==> src/common/platform_pkg.sv <==
package platform_pkg;

    typedef logic [9:0] x_t;
    typedef logic [8:0] y_t;

    typedef enum logic [1:0] {
        GAME_PLAYING = 2'd0,
        GAME_WIN     = 2'd1,
        GAME_LOSE    = 2'd2
    } game_state_e;

    typedef enum logic [1:0] {
        JUMP_IDLE = 2'd0,
        JUMP_RISE = 2'd1,
        JUMP_FALL = 2'd2
    } jump_state_e;

    // keyboard set 2 scan codes
    typedef enum logic [7:0] {
        SC_A     = 8'h1C,
        SC_W     = 8'h1D,
        SC_D     = 8'h23,
        SC_BREAK = 8'hF0
    } scan_code_e;

    // object boxes in pixels
    localparam int PLAYER_W  = 47;
    localparam int PLAYER_H  = 41;
    localparam int BLOCK_W   = 25;
    localparam int BLOCK_H   = 42;
    localparam int FLAKE_W   = 24;
    localparam int FLAKE_H   = 26;
    localparam int MONSTER_W = 34;
    localparam int MONSTER_H = 33;

    localparam int GROUND_NUM  = 50;
    localparam int FLOOR_NUM   = 22;
    localparam int FLAKE_NUM   = 15;
    localparam int MONSTER_NUM = 2;

    // map rows, first block index of each row
    localparam int LEDGE_A_FIRST = 22;
    localparam int LEDGE_B_FIRST = 29;
    localparam int UPPER_FIRST   = 36;
    localparam int FLOOR_Y       = 400;
    localparam int LEDGE_Y       = 310;
    localparam int UPPER_Y       = 230;

    localparam int START_X = 0;
    localparam int START_Y = 359;
    localparam int X_MAX   = 503;

    // cycles per one-pixel step
    localparam int MOVE_PERIOD = 4;
    localparam int JUMP_PERIOD = 4;
    localparam int FALL_PERIOD = 4;
    localparam int JUMP_HEIGHT = 60;
    localparam int STEP_W      = 8;
    localparam int RISE_W      = $clog2(JUMP_HEIGHT + 1);

    localparam int HEALTH_INIT = 3;
    localparam int HEALTH_W    = 4;
    localparam int SCORE_W     = 4;

    // start, 8 data, parity, stop
    localparam int PS2_FRAME_W = 11;

    function automatic x_t block_x(input int idx);
        if (idx < LEDGE_A_FIRST) begin
            return x_t'(BLOCK_W * idx);
        end else if (idx < LEDGE_B_FIRST) begin
            return x_t'(100 + BLOCK_W * (idx - LEDGE_A_FIRST));
        end else if (idx < UPPER_FIRST) begin
            return x_t'(300 + BLOCK_W * (idx - LEDGE_B_FIRST));
        end
        return x_t'(200 + BLOCK_W * (idx - UPPER_FIRST));
    endfunction

    function automatic y_t block_y(input int idx);
        if (idx < LEDGE_A_FIRST) begin
            return y_t'(FLOOR_Y);
        end else if (idx < UPPER_FIRST) begin
            return y_t'(LEDGE_Y);
        end
        return y_t'(UPPER_Y);
    endfunction

    // snowflakes hang in one column
    function automatic x_t flake_x(input int idx);
        return x_t'(144 + 0 * idx);
    endfunction

    function automatic y_t flake_y(input int idx);
        return y_t'(26 * idx);
    endfunction

    function automatic x_t monster_x(input int idx);
        return (idx == 0) ? x_t'(250) : x_t'(300);
    endfunction

    function automatic y_t monster_y(input int idx);
        return (idx == 0) ? y_t'(197) : y_t'(367);
    endfunction

    // half-open spans [a, a+alen) and [b, b+blen) share a pixel
    function automatic logic span_overlap(input int a, input int alen,
                                          input int b, input int blen);
        return (a < b + blen) && (a + alen > b);
    endfunction

endpackage

==> src/ps2/ps2_receiver.sv <==
`timescale 1ns/10ps
module ps2_receiver (
    input  logic       clk,
    input  logic       reset_i,
    input  logic       ps2_clk_i,
    input  logic       ps2_data_i,
    output logic [7:0] scan_byte_o,
    output logic       byte_valid_o
);
    import platform_pkg::*;

    logic [1:0]             clk_sync;
    logic [1:0]             data_sync;
    logic                   clk_prev;
    logic                   fall_edge;
    logic [PS2_FRAME_W-1:0] frame;
    logic [PS2_FRAME_W-1:0] frame_next;
    logic [3:0]             bit_cnt;
    logic                   last_bit;
    logic                   frame_ok;

    // both lines idle high
    always_ff @(posedge clk) begin
        if (reset_i) begin
            clk_sync  <= 2'b11;
            data_sync <= 2'b11;
            clk_prev  <= 1'b1;
        end else begin
            clk_sync  <= {clk_sync[0], ps2_clk_i};
            data_sync <= {data_sync[0], ps2_data_i};
            clk_prev  <= clk_sync[1];
        end
    end

    assign fall_edge = clk_prev && !clk_sync[1];

    // lsb first, so shift in from the top
    assign frame_next = {data_sync[1], frame[PS2_FRAME_W-1:1]};
    assign last_bit   = (bit_cnt == 4'(PS2_FRAME_W - 1));
    // start low, odd parity over data and parity bit, stop high
    assign frame_ok   = !frame_next[0] && (^frame_next[9:1]) && frame_next[10];

    always_ff @(posedge clk) begin
        if (fall_edge) begin
            frame <= frame_next;
        end
        if (fall_edge && last_bit && frame_ok) begin
            scan_byte_o <= frame_next[8:1];
        end
    end

    always_ff @(posedge clk) begin
        if (reset_i) begin
            bit_cnt      <= '0;
            byte_valid_o <= 1'b0;
        end else begin
            byte_valid_o <= 1'b0;
            if (fall_edge) begin
                if (last_bit) begin
                    bit_cnt      <= '0;
                    byte_valid_o <= frame_ok;
                end else begin
                    bit_cnt <= bit_cnt + 1'b1;
                end
            end
        end
    end

endmodule

==> src/verilog/key_decoder.sv <==
`timescale 1ns/10ps
module key_decoder (
    input  logic       clk,
    input  logic       reset_i,
    input  logic [7:0] scan_byte_i,
    input  logic       byte_valid_i,
    output logic       key_w_o,
    output logic       key_a_o,
    output logic       key_d_o
);
    import platform_pkg::*;

    logic break_pending;

    always_ff @(posedge clk) begin
        if (reset_i) begin
            break_pending <= 1'b0;
            key_w_o       <= 1'b0;
            key_a_o       <= 1'b0;
            key_d_o       <= 1'b0;
        end else if (byte_valid_i) begin
            if (scan_byte_i == SC_BREAK) begin
                break_pending <= 1'b1;
            end else begin
                // any code consumes the prefix, even an unknown one
                break_pending <= 1'b0;
                case (scan_byte_i)
                    SC_W:    key_w_o <= !break_pending;
                    SC_A:    key_a_o <= !break_pending;
                    SC_D:    key_d_o <= !break_pending;
                    default: ;
                endcase
            end
        end
    end

endmodule

==> src/verilog/terrain_collision.sv <==
`timescale 1ns/10ps
module terrain_collision (
    input  logic             clk,
    input  logic             reset_i,
    input  platform_pkg::x_t x_i,
    input  platform_pkg::y_t y_i,
    output logic             on_ground_o,
    output logic             hit_ceiling_o,
    output logic             hit_right_o,
    output logic             hit_left_o,
    output logic             floor_done_o
);
    import platform_pkg::*;

    logic [GROUND_NUM-1:0] ground_hit;
    logic [GROUND_NUM-1:0] ceil_hit;
    logic [GROUND_NUM-1:0] right_hit;
    logic [GROUND_NUM-1:0] left_hit;
    logic [FLOOR_NUM-1:0]  stood_mask;

    always_comb begin
        int  px;
        int  py;
        int  bx;
        int  by;
        logic h_ov;
        logic v_ov;
        px = int'(x_i);
        py = int'(y_i);
        for (int i = 0; i < GROUND_NUM; i++) begin
            bx   = int'(block_x(i));
            by   = int'(block_y(i));
            h_ov = span_overlap(px, PLAYER_W, bx, BLOCK_W);
            v_ov = span_overlap(py, PLAYER_H, by, BLOCK_H);
            // adjacent on one axis, overlapping on the other
            ground_hit[i] = h_ov && (py + PLAYER_H == by);
            ceil_hit[i]   = h_ov && (py == by + BLOCK_H);
            right_hit[i]  = v_ov && (px + PLAYER_W == bx);
            left_hit[i]   = v_ov && (px == bx + BLOCK_W);
        end
    end

    always_ff @(posedge clk) begin
        if (reset_i) begin
            on_ground_o   <= 1'b0;
            hit_ceiling_o <= 1'b0;
            hit_right_o   <= 1'b0;
            hit_left_o    <= 1'b0;
            stood_mask    <= '0;
        end else begin
            on_ground_o   <= |ground_hit;
            hit_ceiling_o <= |ceil_hit;
            hit_right_o   <= |right_hit;
            hit_left_o    <= |left_hit;
            // floor row only, sticky until reset
            stood_mask    <= stood_mask | ground_hit[FLOOR_NUM-1:0];
        end
    end

    assign floor_done_o = &stood_mask;

endmodule

==> src/verilog/player_motion.sv <==
`timescale 1ns/10ps
module player_motion (
    input  logic                      clk,
    input  logic                      reset_i,
    input  logic                      key_w_i,
    input  logic                      key_a_i,
    input  logic                      key_d_i,
    input  logic                      on_ground_i,
    input  logic                      hit_ceiling_i,
    input  logic                      hit_right_i,
    input  logic                      hit_left_i,
    input  platform_pkg::game_state_e game_state_i,
    output platform_pkg::x_t          x_o,
    output platform_pkg::y_t          y_o
);
    import platform_pkg::*;

    jump_state_e       jump_state;
    logic [STEP_W-1:0] h_timer;
    logic [STEP_W-1:0] v_timer;
    logic [RISE_W-1:0] rise_cnt;
    logic              playing;
    logic              step_right;
    logic              step_left;

    assign playing    = (game_state_i == GAME_PLAYING);
    // D wins over A
    assign step_right = key_d_i && !hit_right_i && (x_o < x_t'(X_MAX));
    assign step_left  = key_a_i && !key_d_i && !hit_left_i && (x_o != '0);

    always_ff @(posedge clk) begin
        if (reset_i) begin
            x_o     <= x_t'(START_X);
            h_timer <= '0;
        end else if (playing) begin
            if (step_right || step_left) begin
                if (h_timer == STEP_W'(MOVE_PERIOD - 1)) begin
                    h_timer <= '0;
                    x_o     <= step_right ? x_o + 1'b1 : x_o - 1'b1;
                end else begin
                    h_timer <= h_timer + 1'b1;
                end
            end else begin
                h_timer <= '0;
            end
        end
    end

    always_ff @(posedge clk) begin
        if (reset_i) begin
            y_o        <= y_t'(START_Y);
            jump_state <= JUMP_IDLE;
            v_timer    <= '0;
            rise_cnt   <= '0;
        end else if (playing) begin
            if (jump_state == JUMP_RISE) begin
                if (hit_ceiling_i || rise_cnt == RISE_W'(JUMP_HEIGHT)) begin
                    jump_state <= JUMP_FALL;
                    v_timer    <= '0;
                end else if (v_timer == STEP_W'(JUMP_PERIOD - 1)) begin
                    v_timer  <= '0;
                    y_o      <= y_o - 1'b1;
                    rise_cnt <= rise_cnt + 1'b1;
                end else begin
                    v_timer <= v_timer + 1'b1;
                end
            end else if (on_ground_i) begin
                v_timer <= '0;
                if (jump_state == JUMP_IDLE && key_w_i) begin
                    jump_state <= JUMP_RISE;
                    rise_cnt   <= '0;
                end else if (!key_w_i) begin
                    // one jump per press, W must be let go after landing
                    jump_state <= JUMP_IDLE;
                end
            end else if (v_timer == STEP_W'(FALL_PERIOD - 1)) begin
                // falling from idle too, e.g. walking off a ledge
                v_timer <= '0;
                y_o     <= y_o + 1'b1;
            end else begin
                v_timer <= v_timer + 1'b1;
            end
        end
    end

endmodule

==> src/verilog/pickup_tracker.sv <==
`timescale 1ns/10ps
module pickup_tracker (
    input  logic                              clk,
    input  logic                              reset_i,
    input  platform_pkg::x_t                  x_i,
    input  platform_pkg::y_t                  y_i,
    input  platform_pkg::game_state_e         game_state_i,
    output logic [platform_pkg::SCORE_W-1:0]  score_o,
    output logic [platform_pkg::HEALTH_W-1:0] health_o
);
    import platform_pkg::*;

    logic [FLAKE_NUM-1:0]   flake_hit;
    logic [FLAKE_NUM-1:0]   collected;
    logic [FLAKE_NUM-1:0]   new_hit;
    logic [MONSTER_NUM-1:0] monster_hit;
    logic                   monster_touch;
    logic                   monster_prev;

    always_comb begin
        int px;
        int py;
        px = int'(x_i);
        py = int'(y_i);
        for (int i = 0; i < FLAKE_NUM; i++) begin
            flake_hit[i] = span_overlap(px, PLAYER_W, int'(flake_x(i)), FLAKE_W) &&
                           span_overlap(py, PLAYER_H, int'(flake_y(i)), FLAKE_H);
        end
        for (int j = 0; j < MONSTER_NUM; j++) begin
            monster_hit[j] = span_overlap(px, PLAYER_W, int'(monster_x(j)), MONSTER_W) &&
                             span_overlap(py, PLAYER_H, int'(monster_y(j)), MONSTER_H);
        end
    end

    // only first touch of each flake scores
    assign new_hit       = flake_hit & ~collected;
    assign monster_touch = |monster_hit;

    always_ff @(posedge clk) begin
        if (reset_i) begin
            collected    <= '0;
            score_o      <= '0;
            health_o     <= HEALTH_W'(HEALTH_INIT);
            monster_prev <= 1'b0;
        end else if (game_state_i == GAME_PLAYING) begin
            collected    <= collected | flake_hit;
            score_o      <= score_o + SCORE_W'($countones(new_hit));
            monster_prev <= monster_touch;
            // rising edge of contact, saturate at zero
            if (monster_touch && !monster_prev && health_o != '0) begin
                health_o <= health_o - 1'b1;
            end
        end
    end

endmodule

==> src/verilog/game_referee.sv <==
`timescale 1ns/10ps
module game_referee (
    input  logic                              clk,
    input  logic                              reset_i,
    input  logic [platform_pkg::HEALTH_W-1:0] health_i,
    input  logic                              floor_done_i,
    output platform_pkg::game_state_e         game_state_o
);
    import platform_pkg::*;

    always_ff @(posedge clk) begin
        if (reset_i) begin
            game_state_o <= GAME_PLAYING;
        end else begin
            case (game_state_o)
                GAME_PLAYING: begin
                    // losing wins a tie
                    if (health_i == '0) begin
                        game_state_o <= GAME_LOSE;
                    end else if (floor_done_i) begin
                        game_state_o <= GAME_WIN;
                    end
                end
                // win and lose hold until reset
                GAME_WIN:  game_state_o <= GAME_WIN;
                GAME_LOSE: game_state_o <= GAME_LOSE;
                default:   game_state_o <= GAME_PLAYING;
            endcase
        end
    end

endmodule

==> src/verilog/snow_platformer_top.sv <==
`timescale 1ns/10ps
module snow_platformer_top (
    input  logic                              clk,
    input  logic                              reset_i,
    input  logic                              ps2_clk_i,
    input  logic                              ps2_data_i,
    output platform_pkg::x_t                  x_o,
    output platform_pkg::y_t                  y_o,
    output logic [platform_pkg::SCORE_W-1:0]  score_o,
    output logic [platform_pkg::HEALTH_W-1:0] health_o,
    output platform_pkg::game_state_e         game_state_o
);
    import platform_pkg::*;

    logic [7:0] scan_byte;
    logic       byte_valid;
    logic       key_w;
    logic       key_a;
    logic       key_d;
    logic       on_ground;
    logic       hit_ceiling;
    logic       hit_right;
    logic       hit_left;
    logic       floor_done;

    ps2_receiver i_ps2_receiver (
        .clk          (clk),
        .reset_i      (reset_i),
        .ps2_clk_i    (ps2_clk_i),
        .ps2_data_i   (ps2_data_i),
        .scan_byte_o  (scan_byte),
        .byte_valid_o (byte_valid)
    );

    key_decoder i_key_decoder (
        .clk          (clk),
        .reset_i      (reset_i),
        .scan_byte_i  (scan_byte),
        .byte_valid_i (byte_valid),
        .key_w_o      (key_w),
        .key_a_o      (key_a),
        .key_d_o      (key_d)
    );

    player_motion i_player_motion (
        .clk           (clk),
        .reset_i       (reset_i),
        .key_w_i       (key_w),
        .key_a_i       (key_a),
        .key_d_i       (key_d),
        .on_ground_i   (on_ground),
        .hit_ceiling_i (hit_ceiling),
        .hit_right_i   (hit_right),
        .hit_left_i    (hit_left),
        .game_state_i  (game_state_o),
        .x_o           (x_o),
        .y_o           (y_o)
    );

    terrain_collision i_terrain_collision (
        .clk           (clk),
        .reset_i       (reset_i),
        .x_i           (x_o),
        .y_i           (y_o),
        .on_ground_o   (on_ground),
        .hit_ceiling_o (hit_ceiling),
        .hit_right_o   (hit_right),
        .hit_left_o    (hit_left),
        .floor_done_o  (floor_done)
    );

    pickup_tracker i_pickup_tracker (
        .clk          (clk),
        .reset_i      (reset_i),
        .x_i          (x_o),
        .y_i          (y_o),
        .game_state_i (game_state_o),
        .score_o      (score_o),
        .health_o     (health_o)
    );

    game_referee i_game_referee (
        .clk          (clk),
        .reset_i      (reset_i),
        .health_i     (health_o),
        .floor_done_i (floor_done),
        .game_state_o (game_state_o)
    );

endmodule

==> config.mk <==
export PLATFORM = sky130hd
export DESIGN_NAME = snow_platformer_top
export DESIGN_NICKNAME = d
export VERILOG_FILES = /design/src/common/platform_pkg.sv /design/src/ps2/ps2_receiver.sv /design/src/verilog/key_decoder.sv /design/src/verilog/terrain_collision.sv /design/src/verilog/player_motion.sv /design/src/verilog/pickup_tracker.sv /design/src/verilog/game_referee.sv /design/src/verilog/snow_platformer_top.sv
export SDC_FILE = /design/constraint.sdc
export NUM_CORES = 1
export LEC_CHECK = 0
export ABC_CLOCK_PERIOD_IN_PS = 9550
export BUFFER_PORTS_ARGS = -buffer_cell sky130_fd_sc_hd__buf_2
export CAP_MARGIN = 0
export CORE_ASPECT_RATIO = 0.9
export CORE_MARGIN = 2
export CORE_UTILIZATION = 64
export DETAILED_ROUTE_END_ITERATION = 8
export MAX_ROUTING_LAYER = met4
export PLACE_DENSITY = 0.82
export SETUP_SLACK_MARGIN = 0.1
export SLEW_MARGIN = 0
export SYNTH_ARGS = -nofsm -noshare
export SYNTH_HDL_FRONTEND = slang
export SYNTH_HIERARCHICAL = 1
export SYNTH_SLANG_ARGS = --single-unit
==> constraint.sdc <==
create_clock -name clk -period 9.55 [get_ports clk]
set_clock_uncertainty 0.1 [all_clocks]
set_input_delay 1.4325 -clock clk [delete_from_list [all_inputs] [get_ports clk]]
set_output_delay 1.4325 -clock clk [all_outputs]
set_load 0.01 [all_outputs]
Word level (Yosys, flattened, before mapping)
Index checks and enable logic that the tools add are counted.
{ "totals": {"ff_bits": 128, "latchBits": 0, "ramBits": 0, "rom_bits": 0, "in_bits": 4, "elab_cells": 550, "memories": 0} }
{ "op_classes": {"add_sub_neg": 26, "n_mul": 0, "div": 0, "order_cmp": 89, "eq_ne": 66, "shift": 0, "muxes": 27, "bitwise_logic": 7, "reduce_logical": 308} }
{ "op_table": {"columns": ["cell", "count"], "rows": [
  ["greater-than comparator 32 x 10 -> 1 bit, second input constant", 18],
  ["greater-than comparator 32 x 9 -> 1 bit, second input constant", 13],
  ["equality test 32 x 10 -> 1 bit, second input constant", 12],
  ["logical AND 1 bit", 275],
  ["OR reduction 50 bit", 4],
  ["equality test 32 x 9 -> 1 bit, second input constant", 6],
  ["greater-than comparator 32 x 8 -> 1 bit, second input constant", 5],
  ["less-than comparator 10 x 9 -> 1 bit, second input constant", 13],
  ["equality test 10 bit, second input constant", 12],
  ["equality test 32 x 8 -> 1 bit, second input constant", 3],
  ["less-than comparator 9 bit, second input constant", 10],
  ["greater-than comparator 32 x 1 -> 1 bit, second input constant", 2],
  ["greater-than comparator 32 x 6 -> 1 bit, second input constant", 2],
  ["greater-than comparator 32 x 7 -> 1 bit, second input constant", 2],
  ["less-than comparator 10 x 8 -> 1 bit, second input constant", 6],
  ["less-than comparator 9 x 8 -> 1 bit, second input constant", 6],
  ["equality test 10 x 9 -> 1 bit, second input constant", 5],
  ["2-to-1 mux 8 bit", 6],
  ["2-to-1 mux 9 bit", 5],
  ["equality test 32 x 11 -> 1 bit, second input constant", 1],
  ["equality test 32 x 6 -> 1 bit, second input constant", 1],
  ["equality test 32 x 7 -> 1 bit, second input constant", 1],
  ["greater-than comparator 32 x 11 -> 1 bit, second input constant", 1],
  ["logical NOT 32 bit", 1],
  ["other kinds (62)", 113]
]} }

Logic depth before layout (Yosys ltp)
Gate-level depths: netlist (run 1).
{ "depth": {"depth_word": 10, "depth_mapped": 27} }

Hierarchy
Netlist (run 1), hierarchy kept.
{ "by_module_without_submodules": {"columns": ["mod", "n_inst", "cells_each", "area_each_um2"], "rows": [
  ["terrain_collision", 1, 589, 3906.2],
  ["pickup_tracker", 1, 413, 3075.4],
  ["player_motion", 1, 319, 2697.6],
  ["ps2_receiver", 1, 66, 984.7],
  ["key_decoder", 1, 22, 220.2],
  ["game_referee", 1, 8, 85.1]
]} }

Least setup slack after synthesis (run 1)
No wires, ideal clock.
{ "synth_path": {"path_kind": "register to register", "start": "register i_player_motion.x_o[0]", "end": "register i_pickup_tracker/score_o[2] (netlist name)", "arrival_time_ns": 6.635, "required_time_ns": 9.379, "setup_slack_ns": 2.744, "path_stages_with_launch": 24, "synth_period_minus_slack_ns": 6.806, "path_cell_list": "dfxtp_1 > inv_1 > ha_1 > and2_1 > maj3_2 > a311oi_1 > a22oi_1 > nor2_1 > nand2_1 > nor3b_1 > fa_1 > ha_1 > inv_1 > fa_1 > fa_1 > fa_1 > inv_1 > fa_1 > inv_1 > fa_1 > fa_1 > xnor2_1 > nand2_1 > a21oi_1"} }
{ "synth_via": {"elab_chain_len": 10, "elab_cells_between_ends": 35, "cone_classes": "add/sub (16); order compare (2); bitwise (1); reduce/logical (16)"} }
{ "synth_rtl": {"columns": ["element", "line_no", "rtl"], "rows": [
  ["start, declared", "player_motion.sv:13", "output platform_pkg::x_t x_o,"],
  ["start signal, assigned", "player_motion.sv:33", "x_o <= x_t'(START_X);"],
  ["start signal, assigned", "player_motion.sv:39", "x_o <= step_right ? x_o + 1'b1 : x_o - 1'b1;"],
  ["adder 10 x 6 -> 11 bit", "platform_pkg.sv:108", "return (a < b + blen) && (a + alen > b);"],
  ["greater-than comparator 32 x 9 -> 1 bit", "platform_pkg.sv:108", null],
  ["logical AND 1 bit *", "platform_pkg.sv:108", null],
  ["logical AND 1 bit", "pickup_tracker.sv:26", "flake_hit[i] = span_overlap(px, PLAYER_W, int'(flake_x(i)), FLAKE_W) &&"],
  ["bitwise AND 15 bit *", "pickup_tracker.sv:36", "assign new_hit = flake_hit & ~collected;"],
  ["adder 1 x 1 -> 2 bit (not written as such)", "pickup_tracker.sv:47", "score_o <= score_o + SCORE_W'($countones(new_hit));"],
  ["adder 4 bit (not written as such) / adder 4 x 1 -> 4 bit (equally long branches)", "pickup_tracker.sv:47", null],
  ["adder 4 bit (not written as such)", "pickup_tracker.sv:47", null],
  ["adder 4 bit (not written as such) *", "pickup_tracker.sv:47", null],
  ["adder 4 bit *", "pickup_tracker.sv:47", null],
  ["end signal, assigned", "pickup_tracker.sv:47", null],
  ["end, declared", "pickup_tracker.sv:8", "output logic [platform_pkg::SCORE_W-1:0] score_o,"]
]} }
Every way passes the cells marked *; elsewhere a longest branch is shown, timed or not.
A chain may end at the register's enable or synchronous reset.

Worst setup path after layout (run 1)
{ "layout_path": {"start": "register i_player_motion.y_o[1]", "end": "register i_pickup_tracker/score_o[3] (netlist name)"} }
{ "layout_via": {"elab_chain_len": 10, "elab_cells_between_ends": 77, "cone_classes": "add/sub (16); order compare (30); bitwise (1); reduce/logical (30)"} }
{ "layout_rtl": {"columns": ["element", "line_no", "rtl"], "rows": [
  ["start, declared", "player_motion.sv:14", "output platform_pkg::y_t y_o"],
  ["start signal, assigned", "player_motion.sv:51", "y_o <= y_t'(START_Y);"],
  ["start signal, assigned", "player_motion.sv:62", "y_o <= y_o - 1'b1;"],
  ["start signal, assigned", "player_motion.sv:79", "y_o <= y_o + 1'b1;"],
  ["adder 9 x 6 -> 10 bit", "platform_pkg.sv:108", null],
  ["greater-than comparator 32 x 1 -> 1 bit (tied with other cells)", "platform_pkg.sv:108", null],
  ["logical AND 1 bit", "platform_pkg.sv:108", null],
  ["logical AND 1 bit", "pickup_tracker.sv:26", null],
  ["bitwise AND 15 bit *", "pickup_tracker.sv:36", null],
  ["adder 1 x 1 -> 2 bit (not written as such)", "pickup_tracker.sv:47", null],
  ["adder 4 bit (not written as such) / adder 4 x 1 -> 4 bit (equally long branches)", "pickup_tracker.sv:47", null],
  ["adder 4 bit (not written as such)", "pickup_tracker.sv:47", null],
  ["adder 4 bit (not written as such) *", "pickup_tracker.sv:47", null],
  ["adder 4 bit *", "pickup_tracker.sv:47", null]
]} }
Marked as above.

==> results of run 1 <==
[kinds of logic (layout without fill, tap and decap cells)]
| logic type | Yosys count | count (layout) | synth area share |
|---|---|---|---|
| mux | 19 | 19 | 0.0178 |
| simple gates | 564 | 564 | 0.275 |
| fa+ha+maj | 60 | 60 | 0.0759 |
| compound gates | 417 | 417 | 0.268 |
| xor+xnor | 64 | 64 | 0.0541 |
| other cells | 0 | 1 | 0 |
| flops | 127 | 127 | 0.248 |
| buf+inv | 166 | 159 | 0.0616 |
[final timing paths]
kind / to / slack [ns] / cells past startpoint
setup / recovery: i_pickup_tracker/score_o[3] / 1.98 / 24
hold / removal: i_ps2_receiver/clk_sync[1] / 0.35 / 1
hold reg to reg: i_ps2_receiver/clk_sync[1] / 0.35 / 1
setup reg to reg: i_pickup_tracker/score_o[3] / 1.98 / 24
[registers in the layout, summed over array words and instances (netlist names), 2 cells and up]
signal,count
i_game_referee/game_state_o,2
i_pickup_tracker/collected,15
i_pickup_tracker/health_o,4
i_pickup_tracker/score_o,4
i_player_motion/h_timer,8
i_player_motion/jump_state,2
i_player_motion/rise_cnt,6
i_player_motion/v_timer,8
i_player_motion/x_o,10
i_player_motion/y_o,9
i_ps2_receiver/bit_cnt,4
i_ps2_receiver/clk_sync,2
i_ps2_receiver/data_sync,2
i_ps2_receiver/frame,10
i_ps2_receiver/scan_byte_o,8
i_terrain_collision/stood_mask,22
[power by group]
group,leakage [nW],internal (mW),switching (mW),total [mW]
clock,0.274,0.367,0.292,0.659
sequential,1.05,0.554,0.0194,0.573
combinational,3.04,0.0763,0.180,0.256
total,4.36,0.997,0.491,1.49
[cells in the final DEF, fill, tap and decap left out, types with 14 or more instances in the layout]
cell         n
a21o_1      15
a21oi_1    102
a31oi_1     28
and3_1      14
buf_2       31
buf_4       21
clkbuf_16   17
dfxtp_1    106
edfxtp_1    18
ha_1        48
inv_1       74
mux2i_1     15
nand2_1     97
nand2b_1    26
nand3_1     44
nand4_1     33
nor2_1     151
nor2b_1     16
nor3_1      37
nor3b_1     14
nor4_1      19
o21ai_0     56
or2_2       17
or3_1       26
xnor2_1     35
xor2_1      27
[per-layer routing]
| layer | share of wire | vias to the layer above |
|---|---|---|
| met2 | 0.42 | 974 |
| met3 | 0.15 | 194 |
| met5 | 0 | - |
| li1 | - | 5261 |
| met1 | 0.40 | 5608 |
| met4 | 0.037 | 0 |
[worst max-delay path, cell delays in order, from the launching register on]
cell	delay, ns
dfxtp_1	0.84
ha_1	0.54
a21oi_2	0.14
xnor2_1	0.54
nand2_1	0.14
a211o_1	0.30
a32oi_1	0.28
nor3b_1	0.27
fa_1	0.46
ha_1	0.30
inv_1	0.08
fa_1	0.44
fa_1	0.53
fa_1	0.58
inv_1	0.07
fa_1	0.53
inv_1	0.05
fa_1	0.46
inv_1	0.07
a21o_1	0.11
a21oi_1	0.07
xnor2_1	0.15
nand2_1	0.09
xor2_1	0.21
nor2_1	0.06
[cell type report]
class / count / area share
multi-input cells: 1124 / 0.646
inverters: 75 / 0.0240
flip-flops and latches: 127 / 0.232
well taps: 211 / 0.0225
clock buffers: 17 / 0.0363
clock inverters: 15 / 0.0125
diodes: 1 / 0.000213
repair buffers: 52 / 0.0267
[per-stage QoR]
step	std cells	instance area, µm²	hold WS, ns	power [mW]	util
2_1_floorplan	1417	11000	0.289	0.759	-
6_report	1622	11700	0.348	1.49	0.697
3_5_place_dp	1589	11200	0.303	0.822	0.663
3_3_place_gp	1589	11200	0.291	0.819	0.663
5_1_grt	1622	11700	0.347	1.53	0.697
4_1_cts	1621	11700	0.342	1.47	0.697
==> impl_metrics.csv, run 1 <==
group,metric,value,unit
synthesis,synth_edf_count,18,
floorplanning,row_count,45,
sta,tightest_slew,1.25,ns
clock_tree,clk_pin_slew,0.07,ns
worst_hold_path,holdCritStartpoint,"i_ps2_receiver/clk_sync[0]",
sta,setup_viol,0,
clock_tree,clockBufferDepth,2,
critical_path,startpoint,"i_player_motion/y_o[1]",
floorplanning,chipHeight,128,µm
clock_tree,cts_tree,"done",
synthesis,synth_seq_cells,127,
grt,met3_usage,0.165,
worst_hold_path,hp-class,"reg2reg",
sta,setup_ws,1.98,ns
grt,met2_usage,0.625,
placement,io_buffers,32,
power_and_ir_drop,power.leakage,4.36,nW
outcome,status,"finished, final reports clean",
drt,vias_per_cell,7.42,
synthesis,syn_area_per_cell,7.74,µm²
drt,drtIter0Drc,1946,
floorplanning,io_pins,33,
sta,fmaxAchievable,0.132,GHz
drt,wl,39.2,mm
cells_and_area,drive_gt1_frac,0.106,
synthesis,yosysSeqAreaShare,0.248,
clock_tree,post_cts_buffers,0,
floorplanning,die_area,18200,µm²
critical_path,critPathMaxFanout,22,
drt,firstDrtPassIters,7,
placement,place_congestion,1.05,
critical_path,cp-end-kind,"flip-flop",
sta,rsz0062_at_grt,"false",
grt,met1_usage,0.566,
synthesis,synthFlopType,"dfxtp_1",
run,cap_violations,0,
drt,drc,0,
cells_and_area,multi_input_area,7580,µm²
sta,fin_setup_tns,0,ns
sta,period_share,0.793,
synthesis,synth_top_cell_by_area,"dfxtp_1",
grt,track_usage,0.435,
synthesis,synth_top_area_frac,0.199,
power_and_ir_drop,pwr_density_cell,127,nW/µm²
grt,grt_pass1_wl,60.6,mm
synthesis,yosysMostFrequentCell,"nor2_1",
grt,grt_pass1_vias,11000,
sta,fin_crit,7.57,ns
critical_path,critPathLaunchType,"flip-flop",
synthesis,syn-num-nets,1480,
clock_tree,cts_sinks,127,
synthesis,synth_common_cells,"nor2_1, dfxtp_1, a21oi_1",
synthesis,synth.area.top_cells,"dfxtp_1, ha_1, nor2_1",
critical_path,crit_type,"reg2reg",
cells_and_area,nets,1460,
cells_and_area,regArea,2730,µm²
placement,dp_hpwl,26.6,mm
critical_path,critPathRequiredTime,9.72,ns
grt,busiest_layer,"met2",
synthesis,ys_types,104,
grt,grt-ovfl-total,0,
synthesis,ys_async_sr_fraction,0,
clock_tree,cts-htree-levels,4,
drt,num_vias,12000,
clock_tree,cts_resized,0,
grt,grt_antenna_before_repair,1,
synthesis,synth_cells,1417,
floorplanning,start_util,0.652,
critical_path,rr_startpoint,"i_player_motion/y_o[1]",
sta,drv_slew,0,
cells_and_area,fillers,1310,
sta,finalHoldViolCount,0,
grt,grt_max_degree,88,
critical_path,arrival,7.74,ns
clock_tree,cts_root_buf,"clkbuf_16",
clock_tree,clock_latency,0.43,ns
drt,wl_per_cell,24.2,µm
floorplanning,core-area,16800,µm²
clock_tree,cts_buffers,17,
floorplanning,die_w,142,µm
synthesis,syn_area,11000,µm²
placement,post-place-ws,2.18,ns
clock_tree,cts_hold_buf,0,
cells_and_area,area_delta_synth_final,6.98,%
drt,ant_nets,0,
sta,relSlewSlack,0.162,
synthesis,yosysWarnings,6,
power_and_ir_drop,ir_drop,0.147,mV
No activity file was read; power rests on OpenSTA's default activity.
==> run 2, diff against run 1 <==
--- a/config.mk
+++ b/config.mk
@@ -5,7 +5,7 @@
 export SDC_FILE = /design/constraint.sdc
 export NUM_CORES = 1
 export LEC_CHECK = 0
-export ABC_CLOCK_PERIOD_IN_PS = 9550
+export ABC_CLOCK_PERIOD_IN_PS = 7400
 export BUFFER_PORTS_ARGS = -buffer_cell sky130_fd_sc_hd__buf_2
 export CAP_MARGIN = 0
 export CORE_ASPECT_RATIO = 0.9
==> constraint.sdc (replaced) <==
create_clock -name clk -period 7.4 [get_ports clk]
set_clock_uncertainty 0.1 [all_clocks]
set_input_delay 1.11 -clock clk [delete_from_list [all_inputs] [get_ports clk]]
set_output_delay 1.11 -clock clk [all_outputs]
set_load 0.01 [all_outputs]
==> run 2 against run 1 <==
Net effect:
- the flow now finishes with violations (DRC)
- die area stayed put
- register-to-register slack worse by 1.5 ns
- core utilization is 0.68 points higher
- sequential power grew 28%
- sequential cell count stayed put
- final area up 0.98%
==> impl_metrics.csv, run 2 (synthesis gave the netlist of run 1 again) <==
group,metric,value,unit
outcome,status,"finished, violations left",
outcome,violations,"DRC",
floorplanning,chipHeight,128,µm
cells_and_area,area_delta_synth_final,8.03,%
cells_and_area,final_cell_mix,"nor2_1, dfxtp_1, a21oi_1",
sta,fin_setup_tns,0,ns
sta,finalHoldViolCount,0,
placement,post-place-ws,0.612,ns
clock_tree,cts-htree-levels,4,
floorplanning,die_area,18200,µm²
clock_tree,post_cts_buffers,0,
power_and_ir_drop,pwr_density_cell,165,nW/µm²
run,cap_violations,0,
clock_tree,cts_tree,"done",
critical_path,worst-path-buf-inv,3,
critical_path,path_cells,"ha_1, a21oi_2, xnor2_1, nand2_1, a211o_1, a32oi_1, nor3b_1, fa_1, ha_1, inv_1, fa_1, fa_1, fa_1, inv_1, fa_1, inv_1, fa_1, fa_1, xnor2_1, nand2_1, a21oi_1",
power_and_ir_drop,p_total,1.96,mW
clock_tree,cts_root_buf,"clkbuf_16",
drt,ant_nets,0,
critical_path,critPathMaxFanout,9,
cells_and_area,reg_top3,"i_terrain_collision/stood_mask (22), i_pickup_tracker/collected (15)",
cells_and_area,drive_gt1_frac,0.112,
clock_tree,clockBufferDepth,2,
sta,rsz0062_at_grt,"false",
critical_path,critPathLaunchType,"flip-flop",
placement,place_congestion,1.11,
clock_tree,cts_resized,0,
cells_and_area,regArea,2730,µm²
power_and_ir_drop,power_frac_seq,0.374,
floorplanning,core-area,16800,µm²
clock_tree,clk_pin_slew,0.07,ns
sta,setup_ws,0.504,ns
power_and_ir_drop,p_int,1.32,mW
sta,tightest_slew,1.13,ns
clock_tree,cts_sinks,127,
cells_and_area,nets,1468,
sta,relSlewSlack,0.234,
grt,track_usage,0.434,
power_and_ir_drop,p_sw,0.635,mW
drt,vias_per_cell,7.34,
drt,num_vias,12000,
floorplanning,die_w,142,µm
cells_and_area,fillers,1268,
critical_path,slowest_delay,0.54,ns
power_and_ir_drop,swShare,0.325,
clock_tree,cts_buffers,17,
worst_hold_path,hp-class,"reg2reg",
power_and_ir_drop,pwr-share-clk,0.454,
sta,period_share,0.932,
drt,wl_per_cell,23.7,µm
cells_and_area,multi_input_area,7580,µm²
critical_path,crit_type,"reg2reg",
cells_and_area,layout_commonest_cell,"nor2_1",
drt,drc,3,
cells_and_area,largest-register,"i_terrain_collision/stood_mask",
floorplanning,start_util,0.652,
power_and_ir_drop,ir_drop,0.173,mV
critical_path,cp_slowest_cell,"xnor2_1",
grt,grt_max_degree,102,
grt,grt-ovfl-total,0,
power_and_ir_drop,power.leakage,4.43,nW
power_and_ir_drop,power.share.combinational,0.172,
critical_path,cp_common_cell,"fa_1",
drt,firstDrtPassIters,9,
critical_path,cp_top_family,"adder cells",
sta,drv_slew,0,
floorplanning,row_count,45,
cells_and_area,antenna_cells,0,
sta,fmaxAchievable,0.145,GHz
cells_and_area,largest_reg_flops,22,
grt,grt_pass1_vias,11100,
grt,grt_pass1_wl,60.9,mm
placement,io_buffers,32,
critical_path,cp-end-kind,"flip-flop",
placement,dp_hpwl,26.0,mm
sta,fin_crit,6.90,ns
floorplanning,io_pins,33,
drt,wl,38.6,mm
clock_tree,cts_hold_buf,0,
drt,drtIter0Drc,2210,
clock_tree,clock_latency,0.42,ns
critical_path,critPathRequiredTime,7.64,ns
grt,grt_antenna_before_repair,0,
sta,setup_viol,0,
critical_path,arrival,7.14,ns
## run 2: cell types whose count changed in the layout (fill, tap and decap cells not counted), sizes merged
cell / change
clkbuf: +1
clkinvlp: -3
clkinv: +2
diode: -1
buf: +8
## run 2: worst paths after layout
path	endpoint	slack [ns]	from	depth (start not counted)
max	i_pickup_tracker/score_o[2]	0.50	i_player_motion/y_o[0]	21
min	i_ps2_receiver/frame[10]	0.35	i_ps2_receiver/data_sync[1]	0
max reg2reg	i_pickup_tracker/score_o[2]	0.50	i_player_motion/y_o[0]	21
min reg2reg	i_ps2_receiver/frame[10]	0.35	i_ps2_receiver/data_sync[1]	0
## run 2: worst register-to-register path, delay by kind of cell (launching register included)
family                     cells  cell delay, ns
xor gates and xnor gates       2            0.70
DFF                            1            0.33
adders and majority gates      9            4.09
AOI/OAI and AO/OA              4            0.87
and+or+nand+nor                3            0.54
buffers and inverters          3            0.19
## run 2: layout make-up
cell class	instances	share of cell area
Multi-Input combinational cell	1124	0.639
Sequential cell	127	0.230
Clock buffer	18	0.0380
Timing Repair Buffer	60	0.0325
Inverter	75	0.0238
Tap cell	211	0.0223
Clock inverter	14	0.0140
## run 2: power groups by stage
| stage | clock network [mW] | registers, mW | logic (mW) |
|---|---|---|---|
| CTS | 0.892 | 0.731 | 0.317 |
| finish | 0.887 | 0.732 | 0.336 |
| floorplan | 0 | 0.746 | 0.234 |
| global route | 0.924 | 0.733 | 0.354 |
| detailed placement | 0 | 0.746 | 0.304 |
| global placement | 0 | 0.745 | 0.305 |
## run 2: through the flow
stage	instances	utilization	cell area, µm²	hold slack, ns
global placement	1597	0.667	11200	0.291
detailed placement	1597	0.667	11200	0.318
finish	1629	0.704	11900	0.352
global route	1629	0.704	11900	0.362
CTS	1629	0.704	11900	0.350
floorplan	1417	-	11000	0.289
## run 2: per-layer routing
layer / global-route usage / routed length (µm)
met1: 0.572 / 15400
met2: 0.638 / 16600
met3: 0.123 / 5120
met4: 0.153 / 1590
met5: - / 0
